$ cat src/verilog/cpu_pkg.sv
`default_nettype none

package cpu_pkg;

	// Primary opcodes
	typedef enum logic [5:0] {
		OPC_SPECIAL = 6'h00, OPC_J     = 6'h02, OPC_JAL   = 6'h03, OPC_BEQ   = 6'h04,
		OPC_BNE     = 6'h05, OPC_BLEZ  = 6'h06, OPC_BGTZ  = 6'h07, OPC_ADDIU = 6'h09,
		OPC_SLTI    = 6'h0a, OPC_SLTIU = 6'h0b, OPC_ANDI  = 6'h0c, OPC_ORI   = 6'h0d,
		OPC_XORI    = 6'h0e, OPC_LUI   = 6'h0f, OPC_LW    = 6'h23, OPC_SW    = 6'h2b
	} opcode_e;

	// Function codes under OPC_SPECIAL
	typedef enum logic [5:0] {
		FN_SLL  = 6'h00, FN_SRL  = 6'h02, FN_SRA  = 6'h03, FN_SLLV = 6'h04,
		FN_SRLV = 6'h06, FN_SRAV = 6'h07, FN_JR   = 6'h08, FN_JALR = 6'h09,
		FN_ADDU = 6'h21, FN_SUBU = 6'h23, FN_AND  = 6'h24, FN_OR   = 6'h25,
		FN_XOR  = 6'h26, FN_NOR  = 6'h27, FN_SLT  = 6'h2a, FN_SLTU = 6'h2b
	} funct_e;

	// R-type layout; imm and index overlay the low bits
	typedef struct packed {
		logic [5:0] opc;
		logic [4:0] rs;
		logic [4:0] rt;
		logic [4:0] rd;
		logic [4:0] sa;
		logic [5:0] funct;
	} instr_fields_t;

	typedef enum logic [3:0] {
		ALU_ADD, ALU_SUB, ALU_AND, ALU_OR, ALU_XOR, ALU_NOR,
		ALU_SLT, ALU_SLTU, ALU_LUI, ALU_SLL, ALU_SRL, ALU_SRA
	} alu_op_e;

	typedef enum logic [2:0] {BR_NONE, BR_BEQ, BR_BNE, BR_BLEZ, BR_BGTZ} branch_e;
	typedef enum logic [1:0] {PC_SEQ, PC_BRANCH, PC_JUMP, PC_JREG} pc_sel_e;
	typedef enum logic [1:0] {WB_ALU, WB_MEM, WB_LINK} wb_sel_e;
	typedef enum logic [1:0] {DEST_RD, DEST_RT, DEST_R31} dest_sel_e;

	typedef struct packed {
		alu_op_e   alu_op;
		logic      src_imm;
		logic      shift_var;
		logic      reg_we;
		dest_sel_e dest_sel;
		wb_sel_e   wb_sel;
		logic      mem_we;
		branch_e   branch;
		pc_sel_e   pc_sel;
	} ctrl_t;

	// One record per executed instruction
	typedef struct packed {
		logic [31:0] pc;
		logic [31:0] instr;
		logic        reg_we;
		logic [4:0]  wb_addr;
		logic [31:0] wb_data;
		logic        mem_we;
		logic [31:0] mem_addr;
	} retire_t;

endpackage

`default_nettype wire

$ cat src/verilog/instr_decoder.sv
`timescale 1ns/1ps
`default_nettype none

module instr_decoder (
	input  wire [31:0]      instr,
	output cpu_pkg::ctrl_t  ctrl,
	output logic [31:0]     imm_ext,
	output logic            halt
);

	cpu_pkg::instr_fields_t f;
	logic zero_ext;

	assign f = cpu_pkg::instr_fields_t'(instr);
	assign halt = (instr == 32'd0);

	// Logical immediates are zero extended
	assign zero_ext = (f.opc == cpu_pkg::OPC_ANDI) || (f.opc == cpu_pkg::OPC_ORI) ||
			(f.opc == cpu_pkg::OPC_XORI);
	assign imm_ext = zero_ext ? {16'd0, instr[15:0]} : {{16{instr[15]}}, instr[15:0]};

	always_comb begin
		ctrl = '0;
		ctrl.alu_op = cpu_pkg::ALU_ADD;
		ctrl.dest_sel = cpu_pkg::DEST_RT;
		ctrl.wb_sel = cpu_pkg::WB_ALU;
		ctrl.branch = cpu_pkg::BR_NONE;
		ctrl.pc_sel = cpu_pkg::PC_SEQ;
		case (f.opc)
			cpu_pkg::OPC_SPECIAL: begin
				ctrl.reg_we = 1'b1;
				ctrl.dest_sel = cpu_pkg::DEST_RD;
				case (f.funct)
					cpu_pkg::FN_ADDU: ctrl.alu_op = cpu_pkg::ALU_ADD;
					cpu_pkg::FN_SUBU: ctrl.alu_op = cpu_pkg::ALU_SUB;
					cpu_pkg::FN_AND:  ctrl.alu_op = cpu_pkg::ALU_AND;
					cpu_pkg::FN_OR:   ctrl.alu_op = cpu_pkg::ALU_OR;
					cpu_pkg::FN_XOR:  ctrl.alu_op = cpu_pkg::ALU_XOR;
					cpu_pkg::FN_NOR:  ctrl.alu_op = cpu_pkg::ALU_NOR;
					cpu_pkg::FN_SLT:  ctrl.alu_op = cpu_pkg::ALU_SLT;
					cpu_pkg::FN_SLTU: ctrl.alu_op = cpu_pkg::ALU_SLTU;
					cpu_pkg::FN_SLL:  ctrl.alu_op = cpu_pkg::ALU_SLL;
					cpu_pkg::FN_SRL:  ctrl.alu_op = cpu_pkg::ALU_SRL;
					cpu_pkg::FN_SRA:  ctrl.alu_op = cpu_pkg::ALU_SRA;
					cpu_pkg::FN_SLLV: begin
						ctrl.alu_op = cpu_pkg::ALU_SLL;
						ctrl.shift_var = 1'b1;
					end
					cpu_pkg::FN_SRLV: begin
						ctrl.alu_op = cpu_pkg::ALU_SRL;
						ctrl.shift_var = 1'b1;
					end
					cpu_pkg::FN_SRAV: begin
						ctrl.alu_op = cpu_pkg::ALU_SRA;
						ctrl.shift_var = 1'b1;
					end
					cpu_pkg::FN_JR: begin
						ctrl.reg_we = 1'b0;
						ctrl.pc_sel = cpu_pkg::PC_JREG;
					end
					cpu_pkg::FN_JALR: begin
						ctrl.wb_sel = cpu_pkg::WB_LINK;
						ctrl.pc_sel = cpu_pkg::PC_JREG;
					end
					default: ctrl.reg_we = 1'b0;
				endcase
			end
			cpu_pkg::OPC_ADDIU, cpu_pkg::OPC_SLTI, cpu_pkg::OPC_SLTIU, cpu_pkg::OPC_ANDI,
			cpu_pkg::OPC_ORI, cpu_pkg::OPC_XORI, cpu_pkg::OPC_LUI, cpu_pkg::OPC_LW: begin
				ctrl.reg_we = 1'b1;
				ctrl.src_imm = 1'b1;
				case (f.opc)
					cpu_pkg::OPC_SLTI:  ctrl.alu_op = cpu_pkg::ALU_SLT;
					cpu_pkg::OPC_SLTIU: ctrl.alu_op = cpu_pkg::ALU_SLTU;
					cpu_pkg::OPC_ANDI:  ctrl.alu_op = cpu_pkg::ALU_AND;
					cpu_pkg::OPC_ORI:   ctrl.alu_op = cpu_pkg::ALU_OR;
					cpu_pkg::OPC_XORI:  ctrl.alu_op = cpu_pkg::ALU_XOR;
					cpu_pkg::OPC_LUI:   ctrl.alu_op = cpu_pkg::ALU_LUI;
					cpu_pkg::OPC_LW:    ctrl.wb_sel = cpu_pkg::WB_MEM;
					default:            ctrl.alu_op = cpu_pkg::ALU_ADD;
				endcase
			end
			cpu_pkg::OPC_SW: begin
				ctrl.src_imm = 1'b1;
				ctrl.mem_we = 1'b1;
			end
			cpu_pkg::OPC_BEQ: begin
				ctrl.pc_sel = cpu_pkg::PC_BRANCH;
				ctrl.branch = cpu_pkg::BR_BEQ;
			end
			cpu_pkg::OPC_BNE: begin
				ctrl.pc_sel = cpu_pkg::PC_BRANCH;
				ctrl.branch = cpu_pkg::BR_BNE;
			end
			cpu_pkg::OPC_BLEZ: begin
				ctrl.pc_sel = cpu_pkg::PC_BRANCH;
				ctrl.branch = cpu_pkg::BR_BLEZ;
			end
			cpu_pkg::OPC_BGTZ: begin
				ctrl.pc_sel = cpu_pkg::PC_BRANCH;
				ctrl.branch = cpu_pkg::BR_BGTZ;
			end
			cpu_pkg::OPC_J: ctrl.pc_sel = cpu_pkg::PC_JUMP;
			cpu_pkg::OPC_JAL: begin
				ctrl.pc_sel = cpu_pkg::PC_JUMP;
				ctrl.reg_we = 1'b1;
				ctrl.dest_sel = cpu_pkg::DEST_R31;
				ctrl.wb_sel = cpu_pkg::WB_LINK;
			end
			default: ctrl.reg_we = 1'b0;
		endcase

		// Halt word acts as beq r0,r0,0 so the PC spins in place
		if (halt) begin
			ctrl.reg_we = 1'b0;
			ctrl.mem_we = 1'b0;
			ctrl.pc_sel = cpu_pkg::PC_BRANCH;
			ctrl.branch = cpu_pkg::BR_BEQ;
		end
	end

endmodule

`default_nettype wire

$ cat config.mk
export PLATFORM = sky130hd
export DESIGN_NAME = instr_decoder
export DESIGN_NICKNAME = d
export VERILOG_FILES = /design/src/verilog/cpu_pkg.sv /design/src/verilog/instr_decoder.sv
export SDC_FILE = /design/constraint.sdc
export NUM_CORES = 1
export LEC_CHECK = 0
export BUFFER_PORTS_ARGS = -buffer_cell sky130_fd_sc_hd__buf_2
export CAP_MARGIN = 0
export CORE_MARGIN = 2
export CORE_UTILIZATION = 39
export DETAILED_ROUTE_END_ITERATION = 10
export GPL_TIMING_DRIVEN = 0
export PLACE_DENSITY = 0.91
export SLEW_MARGIN = 30
export SYNTH_ARGS = -nofsm -noshare
export SYNTH_HDL_FRONTEND = slang
export SYNTH_SLANG_ARGS = --single-unit
$ cat constraint.sdc
create_clock -name vclk -period 3.7
set_input_delay 0.185 -clock vclk [all_inputs]
set_output_delay 0.185 -clock vclk [all_outputs]
set_load 0.005 [all_outputs]
-- Word-level counts from Yosys, hierarchy flattened
Cells that the tools add are included.
Widths: inputs -> output; s select.
- bits in registers: 0
- bits in latches: 0
- bits in writable memories: 0
- bits in read-only memories: 0
- input bits: 32
- output and inout bits: 50
- logic and storage cells: 65
- memories: 0
- add/sub/neg operators: 0
- multipliers: 0
- div/mod/pow operators: 0
- $lt $le $gt $ge: 0
- eq/ne operators: 30
- shift operators: 0
- mux-type cells: 19
- bitwise gates (word level): 0
- reductions and logical operators: 16
- operators with widths (operator ; count):
    $eq 6x6->1 const B ; 10
    $eq 6x4->1 const B ; 9
    $eq 6x3->1 const B ; 7
    $pmux 4 s10 ; 1
    $logic_not 32->1 ; 1
    $mux 32 ; 1
    $eq 6x2->1 const B ; 4
    $pmux 4 s6 ; 1
    $reduce_or 9->1 ; 2
    $reduce_or 15->1 ; 1
    $logic_not 6->1 ; 2
    $pmux 2 s3 ; 2
    $pmux 3 s4 ; 1
    $reduce_or 2->1 ; 5
    $pmux 4 s2 ; 1
    $reduce_or 8->1 ; 1
    $mux 1 ; 7
    $mux 6 ; 1
    $mux 2 ; 2
    $pmux 2 s2 ; 1
    $reduce_or 4->1 ; 1
    $reduce_or 3->1 ; 1
    $logic_or 1x1->1 ; 2
    $pmux 1 s2 ; 1

-- Logic depth before layout (Yosys ltp)
Gate-level depths: netlist of the first run.
- word-level depth: 5
- gate-level depth with buffers: 5
- gate-level depth less buffers: 4

-- Least setup slack after synthesis of the first run
No wires, ideal clock.
- kind: input to output
- start: in instr[27]
- end: out imm_ext[17]
- arrival: 1.685 ns
- required time: 3.515 ns
- setup slack: 1.830 ns
- cell stages on the path: 4
- buffers on the path: 2
- cell sequence: clkbuf_1 > nand2_1 > a41oi_1 > buf_4
- longest elaborated chain between the ends: 4
- elaborated cells on any way between the ends: 6
- classes of those cells: 3 x eq/ne; 1 x mux; 2 x reduce/logical
- RTL lines (item ; RTL line ; source):
    start, declared ; instr_decoder.sv:5 ; input wire [31:0] instr,
    $eq 6x4->1 ; instr_decoder.sv:18 ; assign zero_ext = (f.opc == cpu_pkg::OPC_ANDI) || (f.opc == cpu_pkg::OPC_ORI) ||
    $logic_or 1x1->1 ; instr_decoder.sv:18 ;
    $logic_or 1x1->1 (*) ; instr_decoder.sv:18 ;
    $mux 32 (*) ; instr_decoder.sv:20 ; assign imm_ext = zero_ext ? {16'd0, instr[15:0]} : {{16{instr[15]}}, instr[15:0]};
    end, declared ; instr_decoder.sv:7 ; output logic [31:0] imm_ext,
Every way passes the cells marked *; elsewhere a longest branch is shown, timed or not.

==> out/summary.txt, run 1 <==
Status: finished, final reports clean
Input/output buffers: 78
Slew Viols, Final: 0
Number of nets with antenna violations after routing: 0
Hold WC Path Type: in2out
Core ar.: 1745 sq um
Area delta synth->final: 58.53%
PD cells: 95.57 nW/um^2
First-pass DRT Iterations: 4
Synth Area in Adders: 0%
Compound-cell area share of the yosys netlist: 18.60%
Int Power: 0.06149 mW
Largest net degree at the start of global routing: 17
Diode count: 0
I/O Pins: 82
Final hold vios: 0
Largest family of logic cells by synthesized area: simple AND/OR/NAND/NOR gates
Initial antenna violation count: 0
Slew @ Worst Pin: 0.6286 ns
Post-Synth Simple-Gate Area: 39.59%
Peak supply drop: 0.04801 mV
DPL Wire Length: 2015 um
GP Congestion: 0.7930
Row count: 15
Max-cap violation count: 0
Max Fclk: 497.9 MHz
DRT iter0 DRCs: 16
Vias in the first global route: 801
CP Max Fanout: 5
Hold Crit Endpoint: imm_ext[5]
GR Overflow Total: 0
Post-Synth XOR/XNOR Area: 3.584%
Total vias in the final route: 1032
CP required: 3.51 ns
Netlist Area Pre-Place: 733.2 sq um
Crit start category: input port
Worst EP arrival: 1.82 ns
Fin crit period: 2.009 ns
Seq_cells: 0
Share of the core filled with cells: 66.60%
Synth Instances: 114
Remaining DRCs: 0
Clk_buf instances: 0
Fraction of layout instances using a drive strength above 1: 60.94%
Yosys warns: 0
Post-Syn Nets: 146
Post-synth cell types: 33
Synthesized area per cell: 6.432 sq um
Final setup viols: 0
Commonest non-fill, non-tap cell in the layout: buf_2
# resized after CTS: 0
Final nets: 226
Seq pwr share: 0%
Register cell area after layout: 0 sq um
Mux share of post-synthesis cell area: 1.365%
Die W: 47.36 um
Hold Startpoint: instr[5]
Initial Utilization: 42.01%
Worst Setup End Kind: output port
Clk pwr share: 0%
Fillers: 168
Total Wirelength: 2336 um
Slew HR: 58.09%
Leak: 0.6497 nW
Hold_buf cts: 0
Post-synthesis sequential area ratio: 0%
TNS Setup: 0 ns
Worst Setup Path Type: in2out
First-pass GRT wire length: 3139 um
Die ar.: 2243 sq um
Postcts setup bufs: 0
Routed len/inst: 10.76 um
RSZ-0062 raised after global routing: false
Switch Pwr: 0.04959 mW
Most frequent cells in the layout: 78 x buf_2, 31 x buf_4, 9 x o21ai_0, 9 x nor2_1, 7 x clkbuf_1
Combinational power share: 100.0%
GR Util All Layers: 18.24%
Via density: 4.756
Fin crit share: 54.29%
Hold Crit Depth: 2
Die Ht: 47.36 um
Switching share of power: 44.65%
-- cell type report --
class	instances	area [sq um]	share of cell area, %
buffer	38	259.0	22.28
timing repair buffer	78	390.4	33.58
multi-input combinational	73	470.5	40.47
tap	25	31.28	2.691
inverter	3	11.26	0.9688
-- worst max-delay path by stage --
stage               from     endpoint  slack, ns  depth (start not counted)
2_1_floorplan  instr[27]  imm_ext[17]       1.83                          4
3_3_place_gp   instr[26]  imm_ext[25]       1.51                          6
3_5_place_dp   instr[26]  imm_ext[27]       1.40                          6
4_1_cts        instr[26]  imm_ext[27]       1.39                          6
5_1_grt        instr[26]  imm_ext[23]       1.57                          6
6_report       instr[28]      ctrl[2]       1.69                          6
-- power by group through the flow --
stage               sequential (mW)  clock, mW  combinational (mW)
floorplan                         0          0              0.0627
global placement                  0          0               0.107
detailed placement                0          0               0.111
CTS                               0          0               0.112
global route                      0          0               0.122
finish                            0          0               0.111
-- synthesized netlist by cell type --
library cell / n / area share [%]
or4_1: 1 / 1.0
and3_1: 1 / 0.85
nand4_1: 4 / 3.4
nor2_1: 9 / 4.6
nand2b_1: 3 / 2.6
a41oi_1: 1 / 1.2
o21ai_1: 2 / 1.4
xnor2_1: 1 / 1.2
mux2i_1: 1 / 1.4
nand2_1: 4 / 2.0
a31o_2: 2 / 2.4
o21ai_0: 9 / 6.1
nor4_1: 5 / 4.3
o31ai_1: 1 / 1.0
nor3_1: 3 / 2.0
nor3_4: 1 / 2.2
buf_4: 31 / 32
nor3b_1: 1 / 1.0
nor2b_1: 3 / 2.6
and3b_1: 2 / 2.4
nor4_2: 1 / 1.7
nand4b_1: 1 / 1.2
clkbuf_1: 7 / 3.6
or4_4: 2 / 3.1
xor2_1: 2 / 2.4
or3_1: 1 / 0.85
nand3_1: 4 / 2.7
a21oi_1: 4 / 2.7
inv_1: 3 / 1.5
o21bai_1: 1 / 1.0
o21ba_2: 1 / 1.4
nand3b_1: 1 / 1.0
a32o_1: 1 / 1.4
-- logic make-up (layout without fill, tap and decap cells) --
kind of cell	after synthesis	count (layout)
and+or+nand+nor	47	47
xor gates and xnor gates	3	3
AOI/OAI and AO/OA	22	22
muxes	1	1
buffers and inverters	41	119
-- stage by stage --
stage	instance area [sq um]	hold WS (ns)	setup WS [ns]	cells	power, mW
global route	1162	0.5413	1.571	217	0.1225
detailed placement	1155	0.5372	1.405	217	0.1112
CTS	1155	0.5383	1.386	217	0.1117
global placement	1155	0.5370	1.514	217	0.1072
floorplan	733.2	0.3976	1.830	114	0.06274
finish	1162	0.5378	1.691	217	0.1111
-- metal layers --
metal  vias up  track usage [%]  part of all wire (%)
met5         -                0                     0
met4         0                0                     0
met3         0            1.154                    12
met2        55            36.76                    51
met1       445            21.85                    38
li1        532                -                     -
-- worst max-delay path, stage by stage --
cell and delay [ns]:
buf_2 0.11, or4_4 0.56, or4_4 0.47, nor3_4 0.23, o21bai_1 0.14, buf_2 0.14
No activity file was read; power rests on OpenSTA's default activity.
==> inputs of run 2 (changes only) <==
--- a/config.mk
+++ b/config.mk
@@ -5,13 +5,14 @@
 export SDC_FILE = /design/constraint.sdc
 export NUM_CORES = 1
 export LEC_CHECK = 0
+export ABC_AREA = 1
 export BUFFER_PORTS_ARGS = -buffer_cell sky130_fd_sc_hd__buf_2
 export CAP_MARGIN = 0
 export CORE_MARGIN = 2
 export CORE_UTILIZATION = 39
 export DETAILED_ROUTE_END_ITERATION = 10
 export GPL_TIMING_DRIVEN = 0
-export PLACE_DENSITY = 0.91
+export PLACE_DENSITY = 0.84
 export SLEW_MARGIN = 30
 export SYNTH_ARGS = -nofsm -noshare
 export SYNTH_HDL_FRONTEND = slang
==> constraint.sdc (replaced) <==
create_clock -name vclk -period 2.1
set_input_delay 0.105 -clock vclk [all_inputs]
set_output_delay 0.105 -clock vclk [all_outputs]
set_load 0.005 [all_outputs]
==> run 2 against run 1 <==
Global-route usage decreased by 1.8 points. Critical path depth grew 1. Die area up 19%. Synthesized cell count rose by 34%. Non-clock buffer count decreased by 3. Cell count grew 21%. Via count grew 12%. Wire length increased by 3.3%. Design area is 14% higher. Clock-buffer cell count unchanged. Critical path type unchanged. Largest cell class unchanged. Largest power group unchanged. Highest routed layer unchanged.
==> out/summary.txt, run 2 <==
Slew Viols, Final: 0 (unchanged)
Diode count: 0 (unchanged)
Total vias in the final route: 1154 (+12%)
Top post-synthesis cells by count: 31 x buf_4, 20 x nand2_1, 20 x nor2_1, 16 x inv_1, 16 x nand3_1
DPL Wire Length: 2152 um (+6.8%)
Yosys top cell by area: buf_4
Fillers: 225 (+34%)
Slew HR: 70.88% (+13 points)
Initial Utilization: 40.77% (-1.2 points)
Most frequent cells in the layout: 82 x buf_2, 31 x buf_4, 20 x nor2_1, 20 x nand2_1
Routed len/inst: 9.179 um (-15%)
Slew @ Worst Pin: 0.4363 ns (-0.1923 ns)
Max-cap violation count: 0 (unchanged)
GR Overflow Total: 0 (unchanged)
Vias in the first global route: 879 (+9.7%)
PD cells: 159.1 nW/um^2 (+67%)
Leak: 0.8362 nW (+29%)
RSZ-0062 raised after global routing: false
Input/output buffers: 82 (+5.1%)
Top cells by area, synth: buf_4 26%, nand3_1 9.1%, nand2_1 8.5%
Initial antenna violation count: 0 (unchanged)
Register cell area after layout: 0 sq um (unchanged)
Via density: 4.388 (-7.7%)
DRT iter0 DRCs: 23 (+7)
Total power draw: 0.2116 mW (+91%)
Worst Setup End Kind: output port
Clk_buf instances: 0 (unchanged)
Core ar.: 2170 sq um (+24%)
Die ar.: 2665 sq um (+19%)
Fin crit share: 71.07%
Max Used Layer: met3
First-pass GRT wire length: 3622 um (+15%)
Die W: 51.63 um (+9.0%)
Post-synth cell types: 26 (-21%)
Top-count cell post-synth: buf_4
Peak supply drop: 0.09001 mV (+87%)
Total Wirelength: 2414 um (+3.3%)
Area share of the largest cell type after synthesis: 26.31% (-5.4 points)
Crit start category: input port
Die Ht: 51.63 um (+9.0%)
Number of nets with antenna violations after routing: 0 (unchanged)
Area delta synth->final: 50.35%
Synthesized area per cell: 5.782 sq um (-10%)
Postcts setup bufs: 0 (unchanged)
Status: finished, final reports clean
CP required: 2.00 ns (-1.51 ns)
WL met2: 1143 um (-3.5%)
Final hold vios: 0 (unchanged)
Commonest non-fill, non-tap cell in the layout: buf_2
Hold WC Path Type: in2out
Post-Syn Nets: 185 (+27%)
# resized after CTS: 0 (unchanged)
TNS Setup: 0 ns (unchanged)
GP Congestion: 0.8828 (+11%)
Max Fclk: 670.0 MHz
Final setup viols: 0 (unchanged)
Seq_cells: 0 (unchanged)
Synth Instances: 153 (+34%)
Post-synthesis sequential area ratio: 0% (unchanged)
Fraction of layout instances using a drive strength above 1: 60.00% (-0.94 points)
Worst EP arrival: 1.39 ns (-0.43 ns)
Final nets: 269 (+19%)
Largest net degree at the start of global routing: 17 (unchanged)
Worst Setup Path Type: in2out
Netlist Area Pre-Place: 884.6 sq um (+21%)
I/O Pins: 82 (unchanged)
WL met1: 1029 um (+17%)
Yosys warns: 0 (unchanged)
GR Util All Layers: 16.49% (-1.8 points)
Remaining DRCs: 0 (unchanged)
Hold_buf cts: 0 (unchanged)
CP Max Fanout: 16 (+11)
Row count: 17 (+2)
First-pass DRT Iterations: 4 (unchanged)
Fin crit period: 1.492 ns
Met3 WL: 241 um (-11%)
[run 2: final cells by class]
cell class | count | area (sq um) | share of cell area, %
Buffer | 31 | 232.7 | 17.50
Multi-Input combinational cell | 96 | 554.3 | 41.67
Timing Repair Buffer | 82 | 410.4 | 30.86
Tap cell | 28 | 35.03 | 2.634
Inverter | 26 | 97.59 | 7.338
[run 2: per-layer routing]
layer / global-route usage, % / vias up
met5: 0 / -
met4: 0 / 0
met3: 1.149 / 0
met2: 29.91 / 48
met1: 22.57 / 473
li1: - / 633
[run 2: final timing paths]
kind | cells past startpoint | slack (ns) | start | to
worst max-delay path | 7 | 0.61 | instr[30] | imm_ext[26]
worst min-delay path | 3 | 0.48 | instr[7] | imm_ext[7]
[run 2: cell families (layout without fill, tap and decap cells)]
logic type	after synthesis	in the layout	share of synthesized area, %
compound gates	15	15	10.33
buf+inv	57	139	37.34
simple gates	81	81	52.33
[run 2: metrics by stage]
stage,hold WS (ns),util [%],cell area (sq um),cells,setup slack (ns)
global route,0.4880,61.30,1330,263,0.4937
detailed placement,0.4773,61.30,1330,263,0.6166
finish,0.4755,61.30,1330,263,0.6075
floorplan,0.2908,-,884.6,153,1.028
CTS,0.4773,61.30,1330,263,0.6188
global placement,0.4771,61.30,1330,263,0.6524
[run 2: worst max-delay path, stage by stage]
cell	delay, ns
buf_2	0.12
nor2_4	0.19
nand3_1	0.22
o21ai_0	0.20
inv_1	0.23
buf_4	0.21
buf_2	0.12
[run 2: power breakdown]
group	internal, mW	total (mW)	switching (mW)
Sequential	0	0	0
Clock	0	0	0
Combinational	0.110	0.212	0.102
Total	0.110	0.212	0.102
